## config.mk

```make
export PLATFORM = sky130hd
export DESIGN_NAME = i2c_master_top
export DESIGN_NICKNAME = d
export VERILOG_FILES = /design/src/logic/i2c_proto_pkg.sv /design/src/logic/i2c_host_pkg.sv /design/src/logic/i2c_master_top.sv /design/src/logic/i2c_byte_buf.sv /design/src/logic/i2c_shift_unit.sv /design/src/logic/i2c_bit_timer.sv /design/src/logic/i2c_seq_ctrl.sv
export SDC_FILE = /design/constraint.sdc
export NUM_CORES = 1
export LEC_CHECK = 0
export ABC_AREA = 1
export BUFFER_PORTS_ARGS = -buffer_cell sky130_fd_sc_hd__buf_2
export CORE_ASPECT_RATIO = 1.1
export CORE_MARGIN = 5
export CORE_UTILIZATION = 59
export CTS_CLUSTER_DIAMETER = 150
export DETAILED_ROUTE_END_ITERATION = 12
export GPL_TIMING_DRIVEN = 0
export PLACE_DENSITY_LB_ADDON = 0.2
export SLEW_MARGIN = 20
export SYNTH_ARGS = -nofsm -noshare
export SYNTH_HDL_FRONTEND = slang
export SYNTH_SLANG_ARGS = --single-unit
export TNS_END_PERCENT = 1
```

## constraint.sdc

```tcl
create_clock -name I2C_CLK -period 4.8 [get_ports I2C_CLK]
set_clock_uncertainty 0.05 [all_clocks]
set_input_delay 0.48 -clock I2C_CLK [delete_from_list [all_inputs] [get_ports I2C_CLK]]
set_output_delay 0.48 -clock I2C_CLK [all_outputs]
set_load 0.005 [all_outputs]
```

## src/logic/i2c_proto_pkg.sv

```systemverilog
package i2c_proto_pkg;

    // one state per bus bit type; data states cover all eight bits of a byte.
    typedef enum logic [3:0] {
        ST_IDLE,
        ST_START,
        ST_ADDR,
        ST_AACK,
        ST_DATA_W,
        ST_DACK_W,
        ST_DATA_R,
        ST_DACK_R,
        ST_STOP,
        ST_RESP
    } seq_state_e;

    typedef enum logic [1:0] {
        PH_0,
        PH_1,
        PH_2,
        PH_3
    } bit_phase_e;

    // how the shift unit treats SDA in the current bit.
    typedef enum logic [2:0] {
        DRV_RELEASE,
        DRV_TX,
        DRV_RX,
        DRV_ACK,
        DRV_LOW
    } drv_mode_e;

endpackage

```

## src/logic/i2c_host_pkg.sv

```systemverilog
package i2c_host_pkg;

    // the opcode doubles as the R/W bit sent after the device address.
    typedef enum logic {
        OP_WRITE = 1'b0,
        OP_READ  = 1'b1
    } i2c_op_e;

    // one command starts one complete transfer, from START to STOP.
    // length counts data bytes and must lie between 1 and the buffer depth.
    typedef struct packed {
        i2c_op_e    op;
        logic [6:0] dev_addr;
        logic [7:0] length;
    } i2c_cmd_t;

    // nack is set by an address NACK or by a NACK on written data.
    // bytes_done counts data bytes acknowledged by the slave in a write,
    // or data bytes received from the slave in a read.
    typedef struct packed {
        logic       nack;
        logic [7:0] bytes_done;
    } i2c_rsp_t;

endpackage
```

## src/logic/i2c_master_top.sv

```systemverilog
module i2c_master_top #(
    parameter int BUF_BYTES = 16,
    localparam int AW = $clog2(BUF_BYTES)
) (
    input  logic                   I2C_CLK,
    input  logic                   RST,
    input  logic                   cmd_valid,
    output logic                   cmd_ready,
    input  i2c_host_pkg::i2c_cmd_t cmd,
    output logic                   rsp_valid,
    input  logic                   rsp_ready,
    output i2c_host_pkg::i2c_rsp_t rsp,
    input  logic                   buf_wr_en,
    input  logic [AW-1:0]          buf_wr_addr,
    input  logic [7:0]             buf_wr_data,
    input  logic [AW-1:0]          buf_rd_addr,
    output logic [7:0]             buf_rd_data,
    input  logic                   sda_in,
    input  logic                   scl_in,
    output logic                   sda_oe,
    output logic                   scl_oe
);

    i2c_proto_pkg::bit_phase_e phase;
    i2c_proto_pkg::drv_mode_e  drive_mode;
    logic                      bit_last;
    logic                      ack_bit;
    logic [7:0]                rx_byte;
    logic                      load_byte;
    logic [7:0]                tx_byte;
    logic                      shift_en;
    logic [AW-1:0]             eng_addr;
    logic                      eng_wr_en;
    logic [7:0]                eng_wr_data;
    logic [7:0]                eng_rd_data;
    logic                      tmr_run;
    logic                      scl_hold;

    i2c_seq_ctrl #(
        .BUF_BYTES (BUF_BYTES)
    ) i_seq (
        .I2C_CLK     (I2C_CLK),
        .RST         (RST),
        .cmd_valid   (cmd_valid),
        .cmd_ready   (cmd_ready),
        .cmd         (cmd),
        .rsp_valid   (rsp_valid),
        .rsp_ready   (rsp_ready),
        .rsp         (rsp),
        .phase       (phase),
        .bit_last    (bit_last),
        .ack_bit     (ack_bit),
        .rx_byte     (rx_byte),
        .load_byte   (load_byte),
        .tx_byte     (tx_byte),
        .shift_en    (shift_en),
        .drive_mode  (drive_mode),
        .eng_addr    (eng_addr),
        .eng_wr_en   (eng_wr_en),
        .eng_wr_data (eng_wr_data),
        .eng_rd_data (eng_rd_data),
        .tmr_run     (tmr_run),
        .scl_hold    (scl_hold)
    );

    i2c_bit_timer i_timer (
        .I2C_CLK  (I2C_CLK),
        .RST      (RST),
        .tmr_run  (tmr_run),
        .scl_hold (scl_hold),
        .phase    (phase),
        .scl_oe   (scl_oe)
    );

    i2c_shift_unit i_shift (
        .I2C_CLK    (I2C_CLK),
        .RST        (RST),
        .phase      (phase),
        .load_byte  (load_byte),
        .tx_byte    (tx_byte),
        .shift_en   (shift_en),
        .drive_mode (drive_mode),
        .sda_in     (sda_in),
        .sda_oe     (sda_oe),
        .bit_last   (bit_last),
        .ack_bit    (ack_bit),
        .rx_byte    (rx_byte)
    );

    i2c_byte_buf #(
        .BUF_BYTES (BUF_BYTES)
    ) i_buf (
        .I2C_CLK     (I2C_CLK),
        .buf_wr_en   (buf_wr_en),
        .buf_wr_addr (buf_wr_addr),
        .buf_wr_data (buf_wr_data),
        .buf_rd_addr (buf_rd_addr),
        .buf_rd_data (buf_rd_data),
        .eng_addr    (eng_addr),
        .eng_wr_en   (eng_wr_en),
        .eng_wr_data (eng_wr_data),
        .eng_rd_data (eng_rd_data)
    );

endmodule

```

## src/logic/i2c_byte_buf.sv

```systemverilog
module i2c_byte_buf #(
    parameter int BUF_BYTES = 16,
    localparam int AW = $clog2(BUF_BYTES)
) (
    input  logic          I2C_CLK,
    input  logic          buf_wr_en,
    input  logic [AW-1:0] buf_wr_addr,
    input  logic [7:0]    buf_wr_data,
    input  logic [AW-1:0] buf_rd_addr,
    output logic [7:0]    buf_rd_data,
    input  logic [AW-1:0] eng_addr,
    input  logic          eng_wr_en,
    input  logic [7:0]    eng_wr_data,
    output logic [7:0]    eng_rd_data
);

    logic [7:0] mem [BUF_BYTES];
    logic       host_blocked;

    // the engine wins a same-address write collision.
    assign host_blocked = eng_wr_en && (eng_addr == buf_wr_addr);

    always_ff @(posedge I2C_CLK) begin
        if (buf_wr_en && !host_blocked)
            mem[buf_wr_addr] <= buf_wr_data;
        if (eng_wr_en)
            mem[eng_addr] <= eng_wr_data;
    end

    // both read ports return data one cycle after the address.
    always_ff @(posedge I2C_CLK) begin
        buf_rd_data <= mem[buf_rd_addr];
        eng_rd_data <= mem[eng_addr];
    end

endmodule

```

## src/logic/i2c_shift_unit.sv

```systemverilog
module i2c_shift_unit (
    input  logic                      I2C_CLK,
    input  logic                      RST,
    input  i2c_proto_pkg::bit_phase_e phase,
    input  logic                      load_byte,
    input  logic [7:0]                tx_byte,
    input  logic                      shift_en,
    input  i2c_proto_pkg::drv_mode_e  drive_mode,
    input  logic                      sda_in,
    output logic                      sda_oe,
    output logic                      bit_last,
    output logic                      ack_bit,
    output logic [7:0]                rx_byte
);

    logic [7:0] tx_sr;
    logic [2:0] bit_cnt;
    logic       bit_step;

    assign bit_step = shift_en && (phase == i2c_proto_pkg::PH_3);
    assign bit_last = (bit_cnt == 3'd7);

    always_ff @(posedge I2C_CLK) begin
        if (RST) begin
            bit_cnt <= 3'd0;
            sda_oe  <= 1'b0;
        end else begin
            if (load_byte)
                bit_cnt <= 3'd0;
            else if (bit_step)
                bit_cnt <= bit_cnt + 3'd1;

            // a release takes effect at once; every other mode waits for PH_0.
            if (drive_mode == i2c_proto_pkg::DRV_RELEASE) begin
                sda_oe <= 1'b0;
            end else if (phase == i2c_proto_pkg::PH_0) begin
                case (drive_mode)
                    i2c_proto_pkg::DRV_TX:  sda_oe <= ~tx_sr[7];
                    i2c_proto_pkg::DRV_ACK,
                    i2c_proto_pkg::DRV_LOW: sda_oe <= 1'b1;
                    default:                sda_oe <= 1'b0;
                endcase
            end
        end
    end

    // MSB first.
    always_ff @(posedge I2C_CLK) begin
        if (load_byte)
            tx_sr <= tx_byte;
        else if (bit_step)
            tx_sr <= {tx_sr[6:0], 1'b0};
    end

    always_ff @(posedge I2C_CLK) begin
        if (phase == i2c_proto_pkg::PH_1) begin
            ack_bit <= sda_in;
            if (shift_en)
                rx_byte <= {rx_byte[6:0], sda_in};
        end
    end

endmodule

```

## src/logic/i2c_bit_timer.sv

```systemverilog
module i2c_bit_timer (
    input  logic                      I2C_CLK,
    input  logic                      RST,
    input  logic                      tmr_run,
    input  logic                      scl_hold,
    output i2c_proto_pkg::bit_phase_e phase,
    output logic                      scl_oe
);

    logic [1:0] ph_cnt;

    assign phase = i2c_proto_pkg::bit_phase_e'(ph_cnt);

    // SCL is pulled low at the end of a clocked bit and let go again after
    // PH_1 of the following bit, so it is high through PH_2 and PH_3.
    always_ff @(posedge I2C_CLK) begin
        if (RST) begin
            ph_cnt <= 2'd0;
            scl_oe <= 1'b0;
        end else if (!tmr_run) begin
            ph_cnt <= 2'd0;
            scl_oe <= 1'b0;
        end else begin
            ph_cnt <= ph_cnt + 2'd1;
            if (phase == i2c_proto_pkg::PH_3)
                scl_oe <= scl_hold;
            else if (phase == i2c_proto_pkg::PH_1)
                scl_oe <= 1'b0;
        end
    end

endmodule

```

## src/logic/i2c_seq_ctrl.sv

```systemverilog
module i2c_seq_ctrl #(
    parameter int BUF_BYTES = 16,
    localparam int AW = $clog2(BUF_BYTES)
) (
    input  logic                      I2C_CLK,
    input  logic                      RST,
    input  logic                      cmd_valid,
    output logic                      cmd_ready,
    input  i2c_host_pkg::i2c_cmd_t    cmd,
    output logic                      rsp_valid,
    input  logic                      rsp_ready,
    output i2c_host_pkg::i2c_rsp_t    rsp,
    input  i2c_proto_pkg::bit_phase_e phase,
    input  logic                      bit_last,
    input  logic                      ack_bit,
    input  logic [7:0]                rx_byte,
    output logic                      load_byte,
    output logic [7:0]                tx_byte,
    output logic                      shift_en,
    output i2c_proto_pkg::drv_mode_e  drive_mode,
    output logic [AW-1:0]             eng_addr,
    output logic                      eng_wr_en,
    output logic [7:0]                eng_wr_data,
    input  logic [7:0]                eng_rd_data,
    output logic                      tmr_run,
    output logic                      scl_hold
);

    i2c_proto_pkg::seq_state_e state;
    i2c_proto_pkg::seq_state_e next_state;
    i2c_host_pkg::i2c_cmd_t    cmd_q;
    logic [7:0]                byte_cnt;
    logic [7:0]                buf_ptr;
    logic                      nack_q;
    logic                      bit_end;
    logic                      last_byte;

    assign bit_end   = (phase == i2c_proto_pkg::PH_3);
    assign last_byte = (byte_cnt == cmd_q.length - 8'd1);

    always_comb begin
        next_state = state;
        case (state)
            i2c_proto_pkg::ST_IDLE: begin
                if (cmd_valid)
                    next_state = i2c_proto_pkg::ST_START;
            end
            i2c_proto_pkg::ST_START: begin
                if (bit_end)
                    next_state = i2c_proto_pkg::ST_ADDR;
            end
            i2c_proto_pkg::ST_ADDR: begin
                if (bit_end && bit_last)
                    next_state = i2c_proto_pkg::ST_AACK;
            end
            i2c_proto_pkg::ST_AACK: begin
                if (bit_end) begin
                    if (ack_bit)
                        next_state = i2c_proto_pkg::ST_STOP;
                    else if (cmd_q.op == i2c_host_pkg::OP_READ)
                        next_state = i2c_proto_pkg::ST_DATA_R;
                    else
                        next_state = i2c_proto_pkg::ST_DATA_W;
                end
            end
            i2c_proto_pkg::ST_DATA_W: begin
                if (bit_end && bit_last)
                    next_state = i2c_proto_pkg::ST_DACK_W;
            end
            i2c_proto_pkg::ST_DACK_W: begin
                if (bit_end) begin
                    if (ack_bit || last_byte)
                        next_state = i2c_proto_pkg::ST_STOP;
                    else
                        next_state = i2c_proto_pkg::ST_DATA_W;
                end
            end
            i2c_proto_pkg::ST_DATA_R: begin
                if (bit_end && bit_last)
                    next_state = i2c_proto_pkg::ST_DACK_R;
            end
            i2c_proto_pkg::ST_DACK_R: begin
                if (bit_end)
                    next_state = last_byte ? i2c_proto_pkg::ST_STOP : i2c_proto_pkg::ST_DATA_R;
            end
            i2c_proto_pkg::ST_STOP: begin
                if (bit_end)
                    next_state = i2c_proto_pkg::ST_RESP;
            end
            i2c_proto_pkg::ST_RESP: begin
                if (rsp_ready)
                    next_state = i2c_proto_pkg::ST_IDLE;
            end
            default: next_state = i2c_proto_pkg::ST_IDLE;
        endcase
    end

    always_ff @(posedge I2C_CLK) begin
        if (RST) begin
            state    <= i2c_proto_pkg::ST_IDLE;
            byte_cnt <= '0;
            nack_q   <= 1'b0;
        end else begin
            state <= next_state;
            if (cmd_valid && cmd_ready) begin
                byte_cnt <= '0;
                nack_q   <= 1'b0;
            end
            if (bit_end) begin
                if ((state == i2c_proto_pkg::ST_AACK || state == i2c_proto_pkg::ST_DACK_W)
                        && ack_bit)
                    nack_q <= 1'b1;
                if ((state == i2c_proto_pkg::ST_DACK_W && !ack_bit)
                        || state == i2c_proto_pkg::ST_DACK_R)
                    byte_cnt <= byte_cnt + 8'd1;
            end
        end
    end

    always_ff @(posedge I2C_CLK) begin
        if (cmd_valid && cmd_ready)
            cmd_q <= cmd;
    end

    assign cmd_ready = (state == i2c_proto_pkg::ST_IDLE);
    assign rsp_valid = (state == i2c_proto_pkg::ST_RESP);
    assign rsp       = '{nack: nack_q, bytes_done: byte_cnt};

    assign tmr_run  = (state != i2c_proto_pkg::ST_IDLE) && (state != i2c_proto_pkg::ST_RESP);
    assign scl_hold = tmr_run && (state != i2c_proto_pkg::ST_STOP);
    assign shift_en = (state == i2c_proto_pkg::ST_ADDR) || (state == i2c_proto_pkg::ST_DATA_W)
                   || (state == i2c_proto_pkg::ST_DATA_R);

    // a new byte enters the shifter only on entry to an address or write data byte.
    assign load_byte = bit_end && (next_state != state)
                    && (next_state == i2c_proto_pkg::ST_ADDR
                        || next_state == i2c_proto_pkg::ST_DATA_W);
    assign tx_byte   = (state == i2c_proto_pkg::ST_START) ? {cmd_q.dev_addr, cmd_q.op}
                                                          : eng_rd_data;

    // during a write acknowledge the buffer already looks one byte ahead.
    assign buf_ptr     = byte_cnt + {7'd0, state == i2c_proto_pkg::ST_DACK_W};
    assign eng_addr    = buf_ptr[AW-1:0];
    assign eng_wr_en   = (state == i2c_proto_pkg::ST_DACK_R) && (phase == i2c_proto_pkg::PH_2);
    assign eng_wr_data = rx_byte;

    always_comb begin
        case (state)
            i2c_proto_pkg::ST_START:  drive_mode = i2c_proto_pkg::DRV_LOW;
            i2c_proto_pkg::ST_ADDR,
            i2c_proto_pkg::ST_DATA_W: drive_mode = i2c_proto_pkg::DRV_TX;
            i2c_proto_pkg::ST_AACK,
            i2c_proto_pkg::ST_DACK_W,
            i2c_proto_pkg::ST_DATA_R: drive_mode = i2c_proto_pkg::DRV_RX;
            // the last read byte gets a NACK so the slave lets go of SDA.
            i2c_proto_pkg::ST_DACK_R: drive_mode = last_byte ? i2c_proto_pkg::DRV_RX
                                                             : i2c_proto_pkg::DRV_ACK;
            // SDA is held low until SCL has risen, then let go for the STOP.
            i2c_proto_pkg::ST_STOP: begin
                if (phase == i2c_proto_pkg::PH_0 || phase == i2c_proto_pkg::PH_1)
                    drive_mode = i2c_proto_pkg::DRV_LOW;
                else
                    drive_mode = i2c_proto_pkg::DRV_RELEASE;
            end
            default: drive_mode = i2c_proto_pkg::DRV_RELEASE;
        endcase
    end

endmodule

```

==> impl_results.md, run 1 <==
* First-pass DRT Iterations at 8
* Cell depth of the worst min-delay path at 1
* R2R setup slack at roughly 800 ps
* Unrepaired setup endpoints after global routing: no
* Top-area cell type share of the netlist area at between 40% and 50%
* Async S/R FF share, synth at 0%
* TNS Setup at 0 ps
* R2R Path End: i_buf.mem[12][7]$_DFFE_PP_
* IO buf count at 46
* Detail Route Antenna Nets at 0
* Number of global-route vias before repair at 8759
* Clk slew on worst S/H paths at roughly 90 ps
* CTS tree: built
* Worst Path Max Fanout at 8
* Compound-gate portion of the synthesized area at 20.02%
* Status: finished clean
* DRT Wirelength at between 30 and 40 mm
* Hold Startpoint: cmd[7]
* CP Cell Sequence: inv_1 > nand2_2 > nor2_4 > ha_1 > ha_1 > xnor2_1 > xor2_1 > nor3_1 > nand4_1 > nand2_1 > inv_1 > nand3_1 > o21ai_0
* Core area at 17740 sq um
* TritonCTS sink count at 197
* PwrDens at 307.1 nW/um^2
* First-pass GRT wire length at about 53 mm
* Min-Delay Path Class: primary input to register
* CP arrival at 4020 ps
* Setup CP Type: register to register
* Critical Path RT at slightly below 5000 ps
* WHS Endpoint: i_seq.cmd_q[7]$_DFFE_PP_
* Post-Place Cells at 1496
* Clock root buffer: clkbuf_16
* Vias post-DR at 9584
* Final #Nets at 1326
* Main combinational cell family by area after synthesis: compound AO/OA/AOI/OAI gates
* Final RePlAce weighted congestion at between 1 and 1.5
* Min Hold Slack at 160.2 ps
* Mapped Avg Cell Area at 8.821 sq um
* Post-Synthesis Cells at 1212
* Pins Over Slew Limit at 0
* Dpl hpwl at about 26 mm
* DRC Markers at 0
* Net Count, Synth at 1261
* Fmax at 250.6 MHz
* Initial antenna violation count at 0
* Post-synthesis simple-gate area fraction at between 15 and 20%
* Synth area leader: edfxtp_1
* Dpl cell area at 11230 sq um
* Slowest stage delay, CP at 870 ps
* All-Layer GR Usage at 33.60%
* Non-Filler Instances at between 1500 and 2000
* RR Startpoint: i_seq.state[1]$_SDFF_PP0_
* Post-cts repair resize count at 0
* Crit. End Element: register
* Yosys reg bits at about 200
* Dpl ws at ~770 ps
* Die width at 138.4 um
* Design area at 11860 sq um
* Tmin final at 3990 ps
* Worst R2R Path Depth at 13
* Ports at 60
* Final setup vio count at 0
* Max VDD drop at 0.0002547 V
* Final Worst Setup Slack at 809.7 ps
* Largest net degree at the start of global routing at 22
* Num CTS Buffers at 17
* Final Hold Vio Count at 0
* Via density at 6.272
* Worst slew pin tran at 1053 ps
* Top cells by area, synth: edfxtp_1 (45%), o21ai_0 (10%), nand2_1 (10%), dfxtp_1 (6.7%), inv_1 (3.5%)
* FP Rows at ~50
* First DRT Iteration DRCs at 1518
* Warnings, synthesis at 0
* Pleak at 4.776 nW
* Antenna cells at 0
* Initial Util at 60.27%
* Synth Area in Adders at 1.170%
* Drt wl/cell at 22.95 um
* CTS H-Tree Depth at 4
* Die H at about 150 um
* Layout cells sized above 1 at about a tenth
* Crit path from: i_seq.state[1]$_SDFF_PP0_
* Netlist Area Pre-Place at 10690 sq um
* Area delta synth->final at 10.94%
* Crit start category: register
* Netlist cell types at about 40
* Mux contribution to synthesized area at 2.996%
* Ys flop type: edfxtp_1
* Later-pin clock latency in the skew report at 450 ps
* Max Cap Viol at 0
* Top-count cell post-synth: nand2_1
* Post-CTS setup buffer count at 0
* Fin crit share at a little over 80%
* EDFF count, synth at 161
* CP max-delay cell: o21ai_0
* Synth top cells by count: nand2_1 (289), o21ai_0 (222), edfxtp_1 (161), inv_1 (100), clkbuf_1 (56)
* Sequential area share after synthesis at between 50% and 60%
* Clock Path Buffers at 2
* Post-synthesis xor/xnor area fraction at 0.9011%
* DIE AREA at 20920 sq um
* Slew headroom at between 20% and 30%
* Remaining global-route overflow at 0
* CTS Hold Buffers Added at 0
-- metal layers --
| metal | GRT usage, % | share of wire [%] |
|---|---|---|
| met1 | 44.72 | 36 |
| met2 | 52.93 | 45 |
| met3 | 8.462 | 14 |
| met4 | 14.33 | 4.1 |
| met5 | 0 | 0 |
-- area by class of cell --
cell class	instances	area, sq um
fill	1456	5878
timing repair buffer	46	230.2
buffer	77	307.8
tap	238	297.8
sequential	197	5555
multi-input combinational	831	4442
clock buffer	17	425.4
clock inverter	15	201.4
inverter	107	401.6
-- layout by cell type (no fill, tap or decap), types with 6 or more instances in the layout --
cell type	instances
nand2_1	289
o21ai_0	217
edfxtp_1	161
inv_1	100
clkbuf_1	56
buf_2	55
a21oi_1	51
nor2_1	49
dfxtp_1	36
mux2i_1	32
nand3_1	30
o211ai_1	30
a221oi_1	30
clkbuf_16	17
buf_1	10
nor2_2	10
ha_1	10
nand2_2	9
o221ai_1	8
nor3_1	7
o21ai_1	7
inv_2	7
xnor2_1	6
-- power breakdown --
part / switching, mW / total, mW / internal, mW
sequential: 0.0129 / 1.88 / 1.87
clock: 0.729 / 1.49 / 0.759
combinational: 0.187 / 0.275 / 0.0877
-- through the flow --
stage	power, mW	utilization [%]
finish	3.643	66.86
global route	3.762	66.86
CTS	3.634	66.84
detailed placement	2.184	63.30
global placement	2.178	63.25
floorplan	2.088	-
-- worst max path at each step --
| stage | endpoint | cells past startpoint |
|---|---|---|
| floorplan | i_buf.mem[12][0]$_DFFE_PP_ | 13 |
| global placement | i_buf.mem[13][7]$_DFFE_PP_ | 13 |
| detailed placement | i_buf.mem[14][7]$_DFFE_PP_ | 13 |
| CTS | i_buf.mem[14][7]$_DFFE_PP_ | 13 |
| global route | i_buf.mem[12][7]$_DFFE_PP_ | 13 |
| finish | i_buf.mem[12][7]$_DFFE_PP_ | 13 |
-- cell families (layout without fill, tap and decap cells) --
logic type	count (synthesis)	after routing
muxes	32	32
DFF	197	197
xor gates and xnor gates	11	11
and+or+nand+nor	411	411
adders and majority gates	10	10
buffers and inverters	184	262
AOI/OAI and AO/OA	367	367
-- sequential cells by signal, indices dropped and copies added (netlist names) --
signal / count
i_shift.tx_sr: 8
i_seq.byte_cnt: 8
i_shift.ack_bit: 1
i_seq.state: 4
i_seq.nack_q: 1
i_timer.scl_oe: 1
i_buf.mem: 128
i_timer.phase: 2
i_shift.sda_oe: 1
i_buf.eng_rd_data: 8
i_shift.bit_cnt: 3
i_shift.rx_byte: 8
i_buf.buf_rd_data: 8
i_seq.cmd_q: 16
-- worst max-delay path, delay by kind of cell, from the launching register on --
kind / cells / cell delay [ps]
AOI/OAI and AO/OA: 1 / 870
buffers and inverters: 2 / 320
adders and majority gates: 2 / 420
xor gates and xnor gates: 2 / 750
and+or+nand+nor: 6 / 760
DFF: 1 / 430
Note: power is estimated with default switching activity, not from simulation.
==> inputs of run 2 (changes only) <==
ABC_AREA = 0   (was 1)
CORE_UTILIZATION = 56   (was 59)
clock period = 3.24 ns   (was 4.8 ns; I/O delays follow)
==> run 2 against run 1 <==
  * Combinational power grew 60%
  * Count of clock-buffer cells in the layout is 1 higher
  * Cell count is 28% lower
  * Critical path type unchanged
  * Largest cell class is now multi-input gates
==> impl_results.md, run 2 <==
* DRT Wirelength at 31.50 mm (was 35.07 mm)
* Setup CP Type: register to register (unchanged)
* Final setup vio count at 0 (unchanged)
* Max reg flops at 128 (unchanged)
* Largest reg by FF count: i_buf.mem (unchanged)
* Top cells by area, synth: edfxtp_1 (44%), mux4_2 (17%), mux2_2 (13%), dfxtp_1 (6.6%), mux2i_1 (1.5%) (was edfxtp_1 (45%), o21ai_0 (10%), nand2_1 (10%), dfxtp_1 (6.7%), inv_1 (3.5%))
* Warnings, synthesis at 0 (unchanged)
* Clock root buffer: clkbuf_16 (unchanged)
* Crit. End Element: register (unchanged)
* Commonest non-fill, non-tap cell in the layout: edfxtp_1 (was nand2_1)
* Yosys reg bits at 197 (unchanged)
* Drt wl/cell at 28.74 um (was 22.95 um)
* EDFF count, synth at 161 (unchanged)
* Clk slew on worst S/H paths at 80 ps (was 90 ps)
* Final total power at 5.447 mW (was 3.643 mW)
* Most frequent cells in the layout: edfxtp_1 (161), mux2_2 (130), mux4_2 (80), buf_2 (58), dfxtp_1 (36) (was nand2_1 (289), o21ai_0 (217), edfxtp_1 (161), inv_1 (100), clkbuf_1 (56))
* Pins Over Slew Limit at 0 (unchanged)
* Initial Util at 56.96% (was 60.27%)
* Final RePlAce weighted congestion at 0.8883 (was 1.145)
* Unrepaired setup endpoints after global routing: yes (was no)
* Synth top cells by count: edfxtp_1 (161), mux2_2 (130), mux4_2 (80), dfxtp_1 (36), clkbuf_1 (30) (was nand2_1 (289), o21ai_0 (222), edfxtp_1 (161), inv_1 (100), clkbuf_1 (56))
* Fin crit share at 98.98% (was 83.13%)
* Die H at 156.2 um (was 151.2 um)
* Gr busiest metal: met2 (unchanged)
* Synth area leader: edfxtp_1 (unchanged)
* Pleak at 4.293 nW (was 4.776 nW)
* Remaining global-route overflow at 0 (unchanged)
* Ports at 60 (unchanged)
* Max Cap Viol at 0 (unchanged)
* CP Cell Sequence: buf_4 > buf_4 > nand2b_1 > nor2_2 > ha_1 > buf_6 > buf_8 > xor2_1 > nor4_2 > a21oi_2 > nand2b_4 > o21ai_4 > buf_6 (was inv_1 > nand2_2 > nor2_4 > ha_1 > ha_1 > xnor2_1 > xor2_1 > nor3_1 > nand4_1 > nand2_1 > inv_1 > nand3_1 > o21ai_0)
* PwrDens at 413.6 nW/um^2 (was 307.1 nW/um^2)
* M2 GR Usage at 47.31% (was 52.93%)
* Top-area cell type share of the netlist area at 44.44% (was 45.22%)
* CTS tree: built (unchanged)
* First-pass GRT wire length at 46.49 mm (was 52.56 mm)
* Netlist cell types at 67 (was 41)
* Max VDD drop at 0.0003791 V (was 0.0002547 V)
* Die width at 142.9 um (was 138.4 um)
* Min Hold Slack at 11.00 ps (was 160.2 ps)
* Net Count, Synth at 775 (was 1261)
* Antenna cells at 0 (unchanged)
* Async S/R FF share, synth at 0% (unchanged)
* Detail Route Antenna Nets at 0 (unchanged)
* Largest net degree at the start of global routing at 23 (was 22)
* Core area at 19100 sq um (was 17740 sq um)
* Worst slew pin tran at 895.6 ps (was 1053 ps)
* First DRT Iteration DRCs at 676 (was 1518)
* Met3 Use GR at 4.966% (was 8.462%)
* TritonCTS sink count at 197 (unchanged)
* CTS H-Tree Depth at 4 (unchanged)
* Slew headroom at 40.29% (was 29.09%)
* All-Layer GR Usage at 28.45% (was 33.60%)
* TNS Setup at 0 ps (unchanged)
* IO buf count at 54 (was 46)
* Final Hold Vio Count at 0 (unchanged)
* Netlist Area Pre-Place at 10880 sq um (was 10690 sq um)
* CP arrival at 3310 ps (was 4020 ps)
* Number of global-route vias before repair at 7632 (was 8759)
* Initial antenna violation count at 0 (unchanged)
* Status: finished clean (unchanged)
* Min-Delay Path Class: primary input to register (unchanged)
* Tmin final at 3207 ps (was 3990 ps)
* Crit start category: register (unchanged)
* Slowest stage delay, CP at 330 ps (was 870 ps)
* Sequential area share after synthesis at 51.07% (was 51.96%)
* Critical Path RT at 3350 ps (was 4830 ps)
* Met1 Usage GRT at 34.88% (was 44.72%)
* Later-pin clock latency in the skew report at 440 ps (was 450 ps)
* Via density at 6.703 (was 6.272)
* Worst Path Max Fanout at 10 (was 8)
* Clock Path Buffers at 2 (unchanged)
* Fmax at 311.8 MHz (was 250.6 MHz)
* Post-Synthesis Cells at 726 (was 1212)
* Layout cells sized above 1 at 49.12% (was 10.47%)
* Ys flop type: edfxtp_1 (unchanged)
* Dpl hpwl at 21.25 mm (was 25.91 mm)
* DIE AREA at 22320 sq um (was 20920 sq um)
* FP Rows at 53 (was 51)
* First-pass DRT Iterations at 7 (was 8)
* DRC Markers at 0 (unchanged)
* Num CTS Buffers at 17 (unchanged)
* Top Registers: i_buf.mem x128, i_seq.cmd_q x16 (unchanged)
* Top-count cell post-synth: edfxtp_1 (was nand2_1)
* Final #Nets at 885 (was 1326)
* CP max-delay cell: ha_1 (was o21ai_0)
* Vias post-DR at 7347 (was 9584)
* Mapped Avg Cell Area at 14.98 sq um (was 8.821 sq um)
* Area delta synth->final at 21.07% (was 10.94%)
run 2: critical path: cells and delay by family, from the launching register on:
kind	cells	cell delay, ps
adder cells (fa/ha/maj)	1	330
buffers and inverters	5	950
AND/OR/NAND/NOR	4	510
XOR/XNOR	1	200
flip-flops	1	300
AO/OA/AOI/OAI	2	550
run 2: metrics by stage:
stage	setup slack (ps)	std cells	utilization, %	area, sq um
3_3_place_gp	-1364	1027	59.99	11460
2_1_floorplan	-58.53	726	-	10880
3_5_place_dp	-1081	1030	60.17	11490
4_1_cts	-121.1	1081	66.73	12740
6_report	32.94	1096	68.96	13170
5_1_grt	-88.92	1096	68.96	13170
run 2: report_power, final:
group	switching [mW]	total [mW]	internal (mW)	leakage [nW]
combinational	0.228	0.439	0.211	2.24
clock	1.02	2.20	1.18	0.293
sequential	0.0252	2.81	2.78	1.76
total	1.27	5.45	4.18	4.29
run 2: logic make-up (layout without fill, tap and decap cells):
group,count (synthesis),count (layout),share of synthesized area [%]
AOI/OAI and AO/OA,65,65,4.417
xor gates and xnor gates,20,20,1.679
adders and majority gates,10,10,1.150
buffers and inverters,66,189,2.507
DFF,197,197,51.07
muxes,228,228,31.76
and+or+nand+nor,140,140,7.419
run 2: path summary, 6_finish.rpt:
| path | from | to | slack, ps | cells after the start |
|---|---|---|---|---|
| min | cmd[15] | i_seq.cmd_q[15]$_DFFE_PP_ | 10 | 1 |
| max | i_seq.state[0]$_SDFF_PP0_ | i_buf.mem[0][5]$_DFFE_PP_ | 30 | 13 |
| min reg2reg | i_timer.phase[0]$_SDFF_PP0_ | i_timer.phase[0]$_SDFF_PP0_ | 440 | 1 |
| max reg2reg | i_seq.state[0]$_SDFF_PP0_ | i_buf.mem[0][5]$_DFFE_PP_ | 30 | 13 |
run 2: repair_timing:
action | 4_1_cts | 5_1_grt
endpoints found under the hold margin | 11 | 0
endpoints found under the setup margin | 273 | 279
setup buffers | 9 | 16
pin swaps | 13 | 19
hold buffers | 11 | 0
gates resized for setup | 81 | 26
cloned | 0 | 0
run 2: cell type report:
class / count / area [sq um]
Fill cell: 1284 / 5928
Clock buffer: 18 / 439.2
Inverter: 15 / 56.30
Buffer: 49 / 254.0
Multi-Input combinational cell: 463 / 5558
Sequential cell: 197 / 5555
Timing Repair Buffer: 93 / 832.0
Clock inverter: 14 / 166.4
Tap cell: 247 / 309.0
run 2: layer usage:
metal,wire length (um),up-vias
li1,-,3122
met1,11180,3728
met2,16120,413
met3,2377,84
met4,1824,0
met5,0,-
